==> src/common/bus_pkg.sv <==
`default_nettype none

package bus_pkg;

    // Slave port widths
    localparam int ADDR_BITS = 32;
    localparam int DATA_BITS = 32;
    localparam int ID_BITS   = 4;

    // Burst length field carries beats minus one
    localparam int LEN_BITS  = 8;

    // Response codes
    localparam int RESP_BITS = 2;
    localparam logic [RESP_BITS-1:0] RESP_OKAY   = 2'd0;
    localparam logic [RESP_BITS-1:0] RESP_SLVERR = 2'd2;

endpackage

`default_nettype wire

==> src/common/epu_pkg.sv <==
`default_nettype none

package epu_pkg;

    // Both buffers hold the same number of elements
    localparam int BUF_DEPTH = 64;
    localparam int IDX_BITS  = $clog2(BUF_DEPTH);

    // Element and accumulator formats
    typedef logic        [15:0] act_t;
    typedef logic signed [7:0]  wgt_t;
    typedef logic signed [31:0] acc_t;

    typedef enum logic [1:0] {
        NONE,
        ACT,
        WGT,
        CTRL
    } region_e;

    // Regions match on the address bits from TAG_LSB upward
    localparam int TAG_LSB = 16;
    localparam logic [31:0] ACT_BASE  = 32'h5000_0000;
    localparam logic [31:0] WGT_BASE  = 32'h7000_0000;
    localparam logic [31:0] CTRL_BASE = 32'h8000_0000;

    // Control register byte offsets
    localparam int REG_OFF_BITS = 4;
    localparam logic [REG_OFF_BITS-1:0] REG_LEN    = 4'h0;
    localparam logic [REG_OFF_BITS-1:0] REG_START  = 4'h4;
    localparam logic [REG_OFF_BITS-1:0] REG_STATUS = 4'h8;
    localparam logic [REG_OFF_BITS-1:0] REG_RESULT = 4'hC;

endpackage

`default_nettype wire

==> src/dot_engine/dot_engine.sv <==
`timescale 1ns/1ns
`default_nettype none

module dot_engine (
    input  logic                         clk,
    input  logic                         rst,
    input  logic                         start_i,
    input  logic [epu_pkg::IDX_BITS:0]   len_i,
    input  epu_pkg::act_t                act_rdata_i,
    input  epu_pkg::wgt_t                wgt_rdata_i,
    output logic [epu_pkg::IDX_BITS-1:0] raddr_o,
    output logic                         busy_o,
    output logic                         done_o,
    output epu_pkg::acc_t                result_o
);
    import epu_pkg::*;

    logic [IDX_BITS-1:0] last_idx;
    logic                idx_last;
    logic                run_q;
    logic                rd_v_q;
    logic                rd_last_q;
    logic                mul_v_q;
    logic                mul_last_q;
    logic                sum_last_q;
    acc_t                prod_q;
    acc_t                acc_q;

    // LEN of 0 wraps to a full buffer
    assign last_idx = IDX_BITS'(len_i - 1'b1);

    burst_counter #(
        .W(IDX_BITS)
    ) elem_cnt_inst (
        .clk        (clk),
        .rst        (rst),
        .load_i     (start_i),
        .step_i     (run_q),
        .len_i      (last_idx),
        .idx_o      (raddr_o),
        .next_idx_o (),
        .last_o     (idx_last)
    );

    // Issue, read, multiply and add stages each carry a valid and a last flag
    always_ff @(posedge clk or negedge rst) begin
        if (!rst) begin
            run_q      <= 1'b0;
            rd_v_q     <= 1'b0;
            rd_last_q  <= 1'b0;
            mul_v_q    <= 1'b0;
            mul_last_q <= 1'b0;
            sum_last_q <= 1'b0;
            busy_o     <= 1'b0;
            done_o     <= 1'b0;
            result_o   <= '0;
        end else begin
            if (start_i) begin
                run_q <= 1'b1;
            end else if (run_q && idx_last) begin
                run_q <= 1'b0;
            end
            rd_v_q     <= run_q;
            rd_last_q  <= run_q && idx_last;
            mul_v_q    <= rd_v_q;
            mul_last_q <= rd_last_q;
            sum_last_q <= mul_last_q;
            if (start_i) begin
                busy_o <= 1'b1;
                done_o <= 1'b0;
            end else if (sum_last_q) begin
                busy_o   <= 1'b0;
                done_o   <= 1'b1;
                result_o <= acc_q;
            end
        end
    end

    // Activation is unsigned, widen with a zero before the signed multiply
    always_ff @(posedge clk) begin
        prod_q <= acc_t'($signed({1'b0, act_rdata_i}) * wgt_rdata_i);
        if (start_i) begin
            acc_q <= '0;
        end else if (mul_v_q) begin
            acc_q <= acc_q + prod_q;
        end
    end

endmodule

`default_nettype wire

==> src/source/buffer_ram.sv <==
`timescale 1ns/1ns
`default_nettype none

module buffer_ram #(
    parameter type elem_t = logic [7:0]
) (
    input  logic                         clk,
    input  logic                         we_i,
    input  logic [epu_pkg::IDX_BITS-1:0] waddr_i,
    input  elem_t                        wdata_i,
    input  logic [epu_pkg::IDX_BITS-1:0] raddr_i,
    output elem_t                        rdata_o,
    input  logic [epu_pkg::IDX_BITS-1:0] eng_raddr_i,
    output elem_t                        eng_rdata_o
);
    import epu_pkg::*;

    elem_t mem [BUF_DEPTH];

    // Bus side, one write port and one registered read port
    always_ff @(posedge clk) begin
        if (we_i) begin
            mem[waddr_i] <= wdata_i;
        end
        rdata_o <= mem[raddr_i];
    end

    // Engine side read
    always_ff @(posedge clk) begin
        eng_rdata_o <= mem[eng_raddr_i];
    end

endmodule

`default_nettype wire

==> src/source/burst_counter.sv <==
`timescale 1ns/1ns
`default_nettype none

module burst_counter #(
    parameter int W = 8
) (
    input  logic         clk,
    input  logic         rst,
    input  logic         load_i,
    input  logic         step_i,
    input  logic [W-1:0] len_i,
    output logic [W-1:0] idx_o,
    output logic [W-1:0] next_idx_o,
    output logic         last_o
);

    // Value the index takes at the coming edge
    always_comb begin
        if (load_i) begin
            next_idx_o = '0;
        end else if (step_i) begin
            next_idx_o = idx_o + 1'b1;
        end else begin
            next_idx_o = idx_o;
        end
    end

    always_ff @(posedge clk or negedge rst) begin
        if (!rst) begin
            idx_o <= '0;
        end else begin
            idx_o <= next_idx_o;
        end
    end

    // len_i is the index of the final beat, not a count
    assign last_o = (idx_o == len_i);

endmodule

`default_nettype wire

==> src/source/epu_top.sv <==
`timescale 1ns/1ns
`default_nettype none

module epu_top (
    input  logic                          clk,
    input  logic                          rst,
    input  logic                          awvalid_i,
    output logic                          awready_o,
    input  logic [bus_pkg::ADDR_BITS-1:0] awaddr_i,
    input  logic [bus_pkg::LEN_BITS-1:0]  awlen_i,
    input  logic [bus_pkg::ID_BITS-1:0]   awid_i,
    input  logic                          wvalid_i,
    output logic                          wready_o,
    input  logic [bus_pkg::DATA_BITS-1:0] wdata_i,
    input  logic                          wlast_i,
    output logic                          bvalid_o,
    input  logic                          bready_i,
    output logic [bus_pkg::RESP_BITS-1:0] bresp_o,
    output logic [bus_pkg::ID_BITS-1:0]   bid_o,
    input  logic                          arvalid_i,
    output logic                          arready_o,
    input  logic [bus_pkg::ADDR_BITS-1:0] araddr_i,
    input  logic [bus_pkg::LEN_BITS-1:0]  arlen_i,
    input  logic [bus_pkg::ID_BITS-1:0]   arid_i,
    output logic                          rvalid_o,
    input  logic                          rready_i,
    output logic [bus_pkg::DATA_BITS-1:0] rdata_o,
    output logic [bus_pkg::RESP_BITS-1:0] rresp_o,
    output logic                          rlast_o,
    output logic [bus_pkg::ID_BITS-1:0]   rid_o,
    output logic                          done_o
);
    import bus_pkg::*;
    import epu_pkg::*;

    logic                 beat_load;
    logic                 beat_step;
    logic                 beat_last;
    logic [LEN_BITS-1:0]  beat_idx;
    logic [LEN_BITS-1:0]  beat_next;
    logic [LEN_BITS-1:0]  burst_len;
    logic [ADDR_BITS-1:0] burst_addr;
    logic                 wr_beat;
    logic [IDX_BITS-1:0]  bus_waddr;
    logic [IDX_BITS-1:0]  bus_raddr;
    logic [IDX_BITS-1:0]  eng_raddr;
    logic                 act_we;
    logic                 wgt_we;
    act_t                 act_rdata;
    act_t                 act_eng_rdata;
    wgt_t                 wgt_rdata;
    wgt_t                 wgt_eng_rdata;
    logic                 start_pulse;
    logic                 busy;
    acc_t                 result;
    logic [IDX_BITS:0]    eng_len;
    logic [RESP_BITS-1:0] resp;

    // Element index is the start offset plus the beat number
    assign bus_waddr = burst_addr[IDX_BITS-1:0] + beat_idx[IDX_BITS-1:0];
    // Reads look one beat ahead to cover the RAM latency
    assign bus_raddr = burst_addr[IDX_BITS-1:0] + beat_next[IDX_BITS-1:0];

    // Only one of the two responses is in flight at a time
    assign bresp_o = resp;
    assign rresp_o = resp;

    slave_fsm slave_fsm_inst (
        .clk          (clk),
        .rst          (rst),
        .awvalid_i    (awvalid_i),
        .awready_o    (awready_o),
        .awaddr_i     (awaddr_i),
        .awlen_i      (awlen_i),
        .awid_i       (awid_i),
        .wvalid_i     (wvalid_i),
        .wready_o     (wready_o),
        .wlast_i      (wlast_i),
        .bvalid_o     (bvalid_o),
        .bready_i     (bready_i),
        .bid_o        (bid_o),
        .arvalid_i    (arvalid_i),
        .arready_o    (arready_o),
        .araddr_i     (araddr_i),
        .arlen_i      (arlen_i),
        .arid_i       (arid_i),
        .rvalid_o     (rvalid_o),
        .rready_i     (rready_i),
        .rlast_o      (rlast_o),
        .rid_o        (rid_o),
        .beat_load_o  (beat_load),
        .beat_step_o  (beat_step),
        .beat_last_i  (beat_last),
        .burst_addr_o (burst_addr),
        .len_o        (burst_len),
        .wr_beat_o    (wr_beat)
    );

    burst_counter #(
        .W(LEN_BITS)
    ) beat_cnt_inst (
        .clk        (clk),
        .rst        (rst),
        .load_i     (beat_load),
        .step_i     (beat_step),
        .len_i      (burst_len),
        .idx_o      (beat_idx),
        .next_idx_o (beat_next),
        .last_o     (beat_last)
    );

    buffer_ram #(
        .elem_t(act_t)
    ) act_ram_inst (
        .clk         (clk),
        .we_i        (act_we),
        .waddr_i     (bus_waddr),
        .wdata_i     (wdata_i[$bits(act_t)-1:0]),
        .raddr_i     (bus_raddr),
        .rdata_o     (act_rdata),
        .eng_raddr_i (eng_raddr),
        .eng_rdata_o (act_eng_rdata)
    );

    buffer_ram #(
        .elem_t(wgt_t)
    ) wgt_ram_inst (
        .clk         (clk),
        .we_i        (wgt_we),
        .waddr_i     (bus_waddr),
        .wdata_i     (wdata_i[$bits(wgt_t)-1:0]),
        .raddr_i     (bus_raddr),
        .rdata_o     (wgt_rdata),
        .eng_raddr_i (eng_raddr),
        .eng_rdata_o (wgt_eng_rdata)
    );

    reg_map reg_map_inst (
        .clk          (clk),
        .rst          (rst),
        .burst_addr_i (burst_addr),
        .idx_i        (beat_idx),
        .wr_beat_i    (wr_beat),
        .wdata_i      (wdata_i),
        .act_rdata_i  (act_rdata),
        .wgt_rdata_i  (wgt_rdata),
        .busy_i       (busy),
        .result_i     (result),
        .act_we_o     (act_we),
        .wgt_we_o     (wgt_we),
        .start_o      (start_pulse),
        .len_o        (eng_len),
        .rdata_o      (rdata_o),
        .resp_o       (resp)
    );

    dot_engine dot_engine_inst (
        .clk         (clk),
        .rst         (rst),
        .start_i     (start_pulse),
        .len_i       (eng_len),
        .act_rdata_i (act_eng_rdata),
        .wgt_rdata_i (wgt_eng_rdata),
        .raddr_o     (eng_raddr),
        .busy_o      (busy),
        .done_o      (done_o),
        .result_o    (result)
    );

endmodule

`default_nettype wire

==> src/source/reg_map.sv <==
`timescale 1ns/1ns
`default_nettype none

module reg_map (
    input  logic                          clk,
    input  logic                          rst,
    input  logic [bus_pkg::ADDR_BITS-1:0] burst_addr_i,
    input  logic [bus_pkg::LEN_BITS-1:0]  idx_i,
    input  logic                          wr_beat_i,
    input  logic [bus_pkg::DATA_BITS-1:0] wdata_i,
    input  epu_pkg::act_t                 act_rdata_i,
    input  epu_pkg::wgt_t                 wgt_rdata_i,
    input  logic                          busy_i,
    input  epu_pkg::acc_t                 result_i,
    output logic                          act_we_o,
    output logic                          wgt_we_o,
    output logic                          start_o,
    output logic [epu_pkg::IDX_BITS:0]    len_o,
    output logic [bus_pkg::DATA_BITS-1:0] rdata_o,
    output logic [bus_pkg::RESP_BITS-1:0] resp_o
);
    import bus_pkg::*;
    import epu_pkg::*;

    region_e                 region;
    logic [REG_OFF_BITS-1:0] reg_off;
    logic                    ctrl_wr;
    logic                    started_q;
    logic                    done;

    always_comb begin
        if (burst_addr_i[ADDR_BITS-1:TAG_LSB] == ACT_BASE[31:TAG_LSB]) begin
            region = ACT;
        end else if (burst_addr_i[ADDR_BITS-1:TAG_LSB] == WGT_BASE[31:TAG_LSB]) begin
            region = WGT;
        end else if (burst_addr_i[ADDR_BITS-1:TAG_LSB] == CTRL_BASE[31:TAG_LSB]) begin
            region = CTRL;
        end else begin
            region = NONE;
        end
    end

    // Registers are word spaced, a burst walks them four bytes per beat
    assign reg_off = burst_addr_i[REG_OFF_BITS-1:0] + {idx_i[1:0], 2'b00};

    // Unmapped writes match no enable and are lost
    assign act_we_o = wr_beat_i && (region == ACT);
    assign wgt_we_o = wr_beat_i && (region == WGT);
    assign ctrl_wr  = wr_beat_i && (region == CTRL);
    assign start_o  = ctrl_wr && (reg_off == REG_START) && wdata_i[0];

    always_ff @(posedge clk or negedge rst) begin
        if (!rst) begin
            len_o     <= '0;
            started_q <= 1'b0;
        end else begin
            if (ctrl_wr && (reg_off == REG_LEN)) begin
                len_o <= wdata_i[IDX_BITS:0];
            end
            if (start_o) begin
                started_q <= 1'b1;
            end
        end
    end

    // Done level follows the engine, busy drops on the edge done rises
    assign done = started_q && !busy_i;

    always_comb begin
        rdata_o = '0;
        resp_o  = RESP_OKAY;
        case (region)
            ACT: rdata_o = {{(DATA_BITS - $bits(act_t)){1'b0}}, act_rdata_i};
            WGT: rdata_o = {{(DATA_BITS - $bits(wgt_t)){wgt_rdata_i[$bits(wgt_t)-1]}},
                            wgt_rdata_i};
            CTRL: begin
                case (reg_off)
                    REG_LEN:    rdata_o = {{(DATA_BITS - IDX_BITS - 1){1'b0}}, len_o};
                    REG_STATUS: rdata_o = {{(DATA_BITS - 2){1'b0}}, busy_i, done};
                    REG_RESULT: rdata_o = result_i;
                    default:    rdata_o = '0;
                endcase
            end
            default: resp_o = RESP_SLVERR;
        endcase
    end

endmodule

`default_nettype wire

==> src/source/slave_fsm.sv <==
`timescale 1ns/1ns
`default_nettype none

module slave_fsm (
    input  logic                          clk,
    input  logic                          rst,
    input  logic                          awvalid_i,
    output logic                          awready_o,
    input  logic [bus_pkg::ADDR_BITS-1:0] awaddr_i,
    input  logic [bus_pkg::LEN_BITS-1:0]  awlen_i,
    input  logic [bus_pkg::ID_BITS-1:0]   awid_i,
    input  logic                          wvalid_i,
    output logic                          wready_o,
    input  logic                          wlast_i,
    output logic                          bvalid_o,
    input  logic                          bready_i,
    output logic [bus_pkg::ID_BITS-1:0]   bid_o,
    input  logic                          arvalid_i,
    output logic                          arready_o,
    input  logic [bus_pkg::ADDR_BITS-1:0] araddr_i,
    input  logic [bus_pkg::LEN_BITS-1:0]  arlen_i,
    input  logic [bus_pkg::ID_BITS-1:0]   arid_i,
    output logic                          rvalid_o,
    input  logic                          rready_i,
    output logic                          rlast_o,
    output logic [bus_pkg::ID_BITS-1:0]   rid_o,
    output logic                          beat_load_o,
    output logic                          beat_step_o,
    input  logic                          beat_last_i,
    output logic [bus_pkg::ADDR_BITS-1:0] burst_addr_o,
    output logic [bus_pkg::LEN_BITS-1:0]  len_o,
    output logic                          wr_beat_o
);
    import bus_pkg::*;

    typedef enum logic [1:0] {IDLE, WDATA, BRESP, RDATA} state_e;

    state_e               state_q;
    state_e               state_d;
    logic                 aw_hs;
    logic                 ar_hs;
    logic                 w_hs;
    logic                 r_hs;
    logic                 b_hs;
    logic [ADDR_BITS-1:0] addr_q;
    logic [LEN_BITS-1:0]  len_q;
    logic [ID_BITS-1:0]   id_q;

    // Write wins when both address channels are valid
    assign awready_o = (state_q == IDLE);
    assign arready_o = (state_q == IDLE) && !awvalid_i;
    assign wready_o  = (state_q == WDATA);
    assign bvalid_o  = (state_q == BRESP);
    assign rvalid_o  = (state_q == RDATA);
    assign rlast_o   = rvalid_o && beat_last_i;

    assign aw_hs = awvalid_i && awready_o;
    assign ar_hs = arvalid_i && arready_o;
    assign w_hs  = wvalid_i && wready_o;
    assign r_hs  = rvalid_o && rready_i;
    assign b_hs  = bvalid_o && bready_i;

    assign beat_load_o = aw_hs || ar_hs;
    assign beat_step_o = w_hs || r_hs;
    assign wr_beat_o   = w_hs;

    // In IDLE the address being accepted is passed through, so the RAM
    // read for beat 0 starts at the AR handshake
    assign burst_addr_o = (state_q != IDLE) ? addr_q :
                          awvalid_i ? awaddr_i : araddr_i;
    assign len_o = len_q;
    assign bid_o = id_q;
    assign rid_o = id_q;

    always_comb begin
        state_d = state_q;
        case (state_q)
            IDLE: begin
                if (aw_hs) begin
                    state_d = WDATA;
                end else if (ar_hs) begin
                    state_d = RDATA;
                end
            end
            WDATA: begin
                if (w_hs && wlast_i) begin
                    state_d = BRESP;
                end
            end
            BRESP: begin
                if (b_hs) begin
                    state_d = IDLE;
                end
            end
            RDATA: begin
                if (r_hs && rlast_o) begin
                    state_d = IDLE;
                end
            end
            default: state_d = IDLE;
        endcase
    end

    always_ff @(posedge clk or negedge rst) begin
        if (!rst) begin
            state_q <= IDLE;
            addr_q  <= '0;
            len_q   <= '0;
            id_q    <= '0;
        end else begin
            state_q <= state_d;
            if (aw_hs) begin
                addr_q <= awaddr_i;
                len_q  <= awlen_i;
                id_q   <= awid_i;
            end else if (ar_hs) begin
                addr_q <= araddr_i;
                len_q  <= arlen_i;
                id_q   <= arid_i;
            end
        end
    end

endmodule

`default_nettype wire

==> config.mk <==
export PLATFORM = sky130hd
export DESIGN_NAME = epu_top
export DESIGN_NICKNAME = d
export VERILOG_FILES = /design/src/common/bus_pkg.sv /design/src/common/epu_pkg.sv /design/src/dot_engine/dot_engine.sv /design/src/source/buffer_ram.sv /design/src/source/burst_counter.sv /design/src/source/epu_top.sv /design/src/source/reg_map.sv /design/src/source/slave_fsm.sv
export SDC_FILE = /design/constraint.sdc
export NUM_CORES = 2
export LEC_CHECK = 0
export BUFFER_PORTS_ARGS = -buffer_cell sky130_fd_sc_hd__clkbuf_2
export CORE_ASPECT_RATIO = 1.5
export CORE_MARGIN = 2
export CORE_UTILIZATION = 60
export DETAILED_ROUTE_END_ITERATION = 10
export GPL_TIMING_DRIVEN = 0
export PLACE_DENSITY = 0.75
export SKIP_LAST_GASP = 1
export SYNTH_ARGS = -nofsm -noshare
export SYNTH_HDL_FRONTEND = slang
export SYNTH_HIERARCHICAL = 1
export SYNTH_SLANG_ARGS = --single-unit
==> constraint.sdc <==
create_clock -name clk -period 5.9 [get_ports clk]
set_clock_uncertainty 0.05 [all_clocks]
set_input_delay 0.295 -clock clk [delete_from_list [all_inputs] [get_ports clk]]
set_output_delay 0.295 -clock clk [all_outputs]
set_load 0.01 [all_outputs]
==> impl_metrics.py <==
metrics = {
    "clock_tree": {
        "cts_tree": "yes",
        "clk_pin_slew_worst_paths_ps": 60,
        "cts.htree.levels": 4,
        "cts_buffers": 163,
        "clk_latency_ps": 850,
        "clockBufferDepth": 3,
        "cts_root_buffer": "clkbuf_16",
        "cts.sink_count": 1739,
    },
    "outcome": {
        "status": "finished with violations",
        "violations": "setup timing",
    },
    "setup_path": {
        "cp_slowest_cell": "nand3_1",
        "critPathTopFamily": "simple AND/OR/NAND/NOR gates",
        "reg2reg_depth": 13,
        "cp_max_fo": 11,
        "path_cells": "or2_1 -> buf_2 -> inv_2 -> buf_4 -> buf_2 -> a21oi_1 -> or4_4 -> nor4_4 -> buf_2 -> and2_1 -> nand3_1 -> nor2_2 -> buf_8",
        "startpoint_type": "flip-flop",
        "crit_cells": 13,
        "worstSetupPathType": "flip-flop to flip-flop",
        "slowest_delay_ps": 1040,
        "critPathBufInv": 6,
        "cp.required_ps": 6390,
        "worst_setup_path_end_kind": "flip-flop",
        "cp.arrival_ps": 6720,
        "crit_top_cell": "buf_2",
    },
    "detailed_routing": {
        "viasPerCell": 7.28,
        "drt_wl_total_um": 306000,
        "firstDrtPassIters": 6,
        "wl_per_cell_um": 39.0,
        "first_iter_violations": 8416,
        "vias": 57100,
        "antenna_left": 0,
        "drcViolationCount": 0,
    },
    "timing": {
        "hold_viol_final": 0,
        "max_freq_mhz": 161,
        "slew_headroom_pct": 3.32,
        "setup_slack_ps": -325,
        "setup_violations": 264,
        "rsz0062_at_grt": "true",
        "slew_violations": 0,
        "fin_crit_sh_pct": 106,
        "period_minus_slack_ps": 6230,
        "tightest_slew_ps": 1440,
    },
    "min_path": {
        "hold_path_depth": 1,
        "min_path_type": "primary input to flip-flop",
    },
    "die": {
        "initial_utilization_pct": 60.3,
        "coreArea_mm2": 0.145,
        "rows": 171,
        "die_w_um": 315,
        "die_y_um": 471,
        "die_area_mm2": 0.148,
        "pin_count": 179,
    },
    "logic_synthesis": {
        "syn_nets": 5634,
        "postSynthCellCount": 5314,
        "yosys_warnings": 6,
        "syn_area_mm2": 0.0872,
        "synth.avg_cell_area_um2": 16.4,
    },
    "global_routing": {
        "grt_start_max_net_pins": 131,
        "grt_overflow_total": 0,
        "grt_pass1_vias": 57100,
        "antenna_found_initial": 28,
        "grtUsageTotal_pct": 41.6,
        "grt_pass1_wl_um": 425000,
    },
    "place": {
        "place_ws_ps": -1550,
        "gp_congestion": 1.08,
        "port-buffer-count": 139,
        "dpl.hpwl_um": 218000,
    },
    "layout": {
        "nNetsFinal": 6106,
        "nFillCells": 9709,
        "synthToLayoutAreaGrowth_pct": 13.0,
        "drive_above_1_share_pct": 30.0,
    },
    "job": {
        "maxCapViolCount": 0,
    },
}
layout by cell type, fill, tap and decap left out, types with 36 or more instances in the layout:
cell type,count
nand2_1,174
a21oi_1,155
dlygate4sd3_1,80
o22ai_1,127
edfxtp_1,1536
a22oi_1,48
nand3_1,36
inv_1,156
mux2_2,194
buf_8,53
nor2_1,202
and2_1,109
clkbuf_1,133
clkbuf_16,164
xnor2_1,47
dfrtp_1,98
mux2i_1,264
o21ai_0,64
dfxtp_1,104
clkbuf_2,134
nor2_2,58
buf_2,128
buf_4,86
fa_1,87
o21ai_1,47
ha_1,104
mux4_2,677
a21o_1,43
a211oi_1,106
sequential cells by signal, indices dropped and copies added (netlist names), 2 cells and up:
name	cells
slave_fsm_inst/addr_q	22
dot_engine_inst/elem_cnt_inst/idx_o	6
dot_engine_inst/acc_q	32
wgt_ram_inst/mem	512
dot_engine_inst/result_o	32
act_ram_inst/rdata_o	16
beat_cnt_inst/idx_o	8
slave_fsm_inst/len_o	8
dot_engine_inst/prod_q	25
act_ram_inst/eng_rdata_o	16
slave_fsm_inst/bid_o	4
act_ram_inst/mem	1024
wgt_ram_inst/rdata_o	8
wgt_ram_inst/eng_rdata_o	8
slave_fsm_inst/state_q	2
reg_map_inst/len_o	7
timing repair:
item / CTS / global route
buffers inserted: 4 / 4
pin swaps: 1 / 0
setup endpoints to repair: 1110 / 345
hold buffers: 78 / 2
gates resized for setup: 51 / 27
endpoints found under the hold margin: 306 / 31
per-stage QoR:
| step | util, % | instances | setup TNS (ps) | hold WS (ps) | cell area, um2 |
|---|---|---|---|---|---|
| floorplan | - | 5314 | 0 | -50.6 | 87200 |
| global placement | 62.4 | 7356 | -1012750 | 285 | 90300 |
| detailed placement | 63.6 | 7433 | -243010 | 285 | 91900 |
| CTS | 67.9 | 7810 | -95.8 | 53.3 | 98300 |
| global route | 68.1 | 7826 | -32160 | 21.5 | 98500 |
| finish | 68.1 | 7840 | -33280 | 30.3 | 98500 |
path summary, 6_finish.rpt:
check	from	end	slack, ps
worst max-delay path	slave_fsm_inst/state_q[0]	act_ram_inst/mem[17][10]	-330
worst min-delay path	wdata_i[9]	act_ram_inst/mem[0][9]	30
worst max register to register	slave_fsm_inst/state_q[0]	act_ram_inst/mem[17][10]	-330
worst min register to register	dot_engine_inst/rd_v_q	dot_engine_inst/mul_v_q	300
max in group asynchronous	rst	dot_engine_inst/result_o[12]	5130
min in group asynchronous	rst	dot_engine_inst/result_o[24]	60
worst reg2reg max path: cells and delay by family, from the launching register on:
family	cells	cell delay [ps]
AO/OA/AOI/OAI	1	70
buffers and inverters	6	1460
flip-flops	1	410
AND/OR/NAND/NOR	6	3920
metal layers:
metal	vias up	part of all wire, %	GRT usage (%)
met4	14	11	36.1
met5	-	0.033	0
met3	1246	10	9.95
li1	22500	-	-
met1	29200	31	47.3
met2	4197	47	65.8
cell type report:
| cell class | count | area [um2] | area share [%] |
|---|---|---|---|
| Tap cell | 1903 | 2380 | 2.42 |
| Buffer | 390 | 2290 | 2.32 |
| Clock buffer | 202 | 4320 | 4.38 |
| Clock inverter | 94 | 952 | 0.966 |
| Antenna cell | 20 | 50.0 | 0.0508 |
| Inverter | 162 | 612 | 0.621 |
| Sequential cell | 1739 | 50700 | 51.4 |
| Multi-Input combinational cell | 3021 | 34200 | 34.7 |
| Timing Repair Buffer | 309 | 3100 | 3.15 |
Power is not shown: default switching activity piles up to over one toggle a cycle in this logic, so the estimate is an artifact.
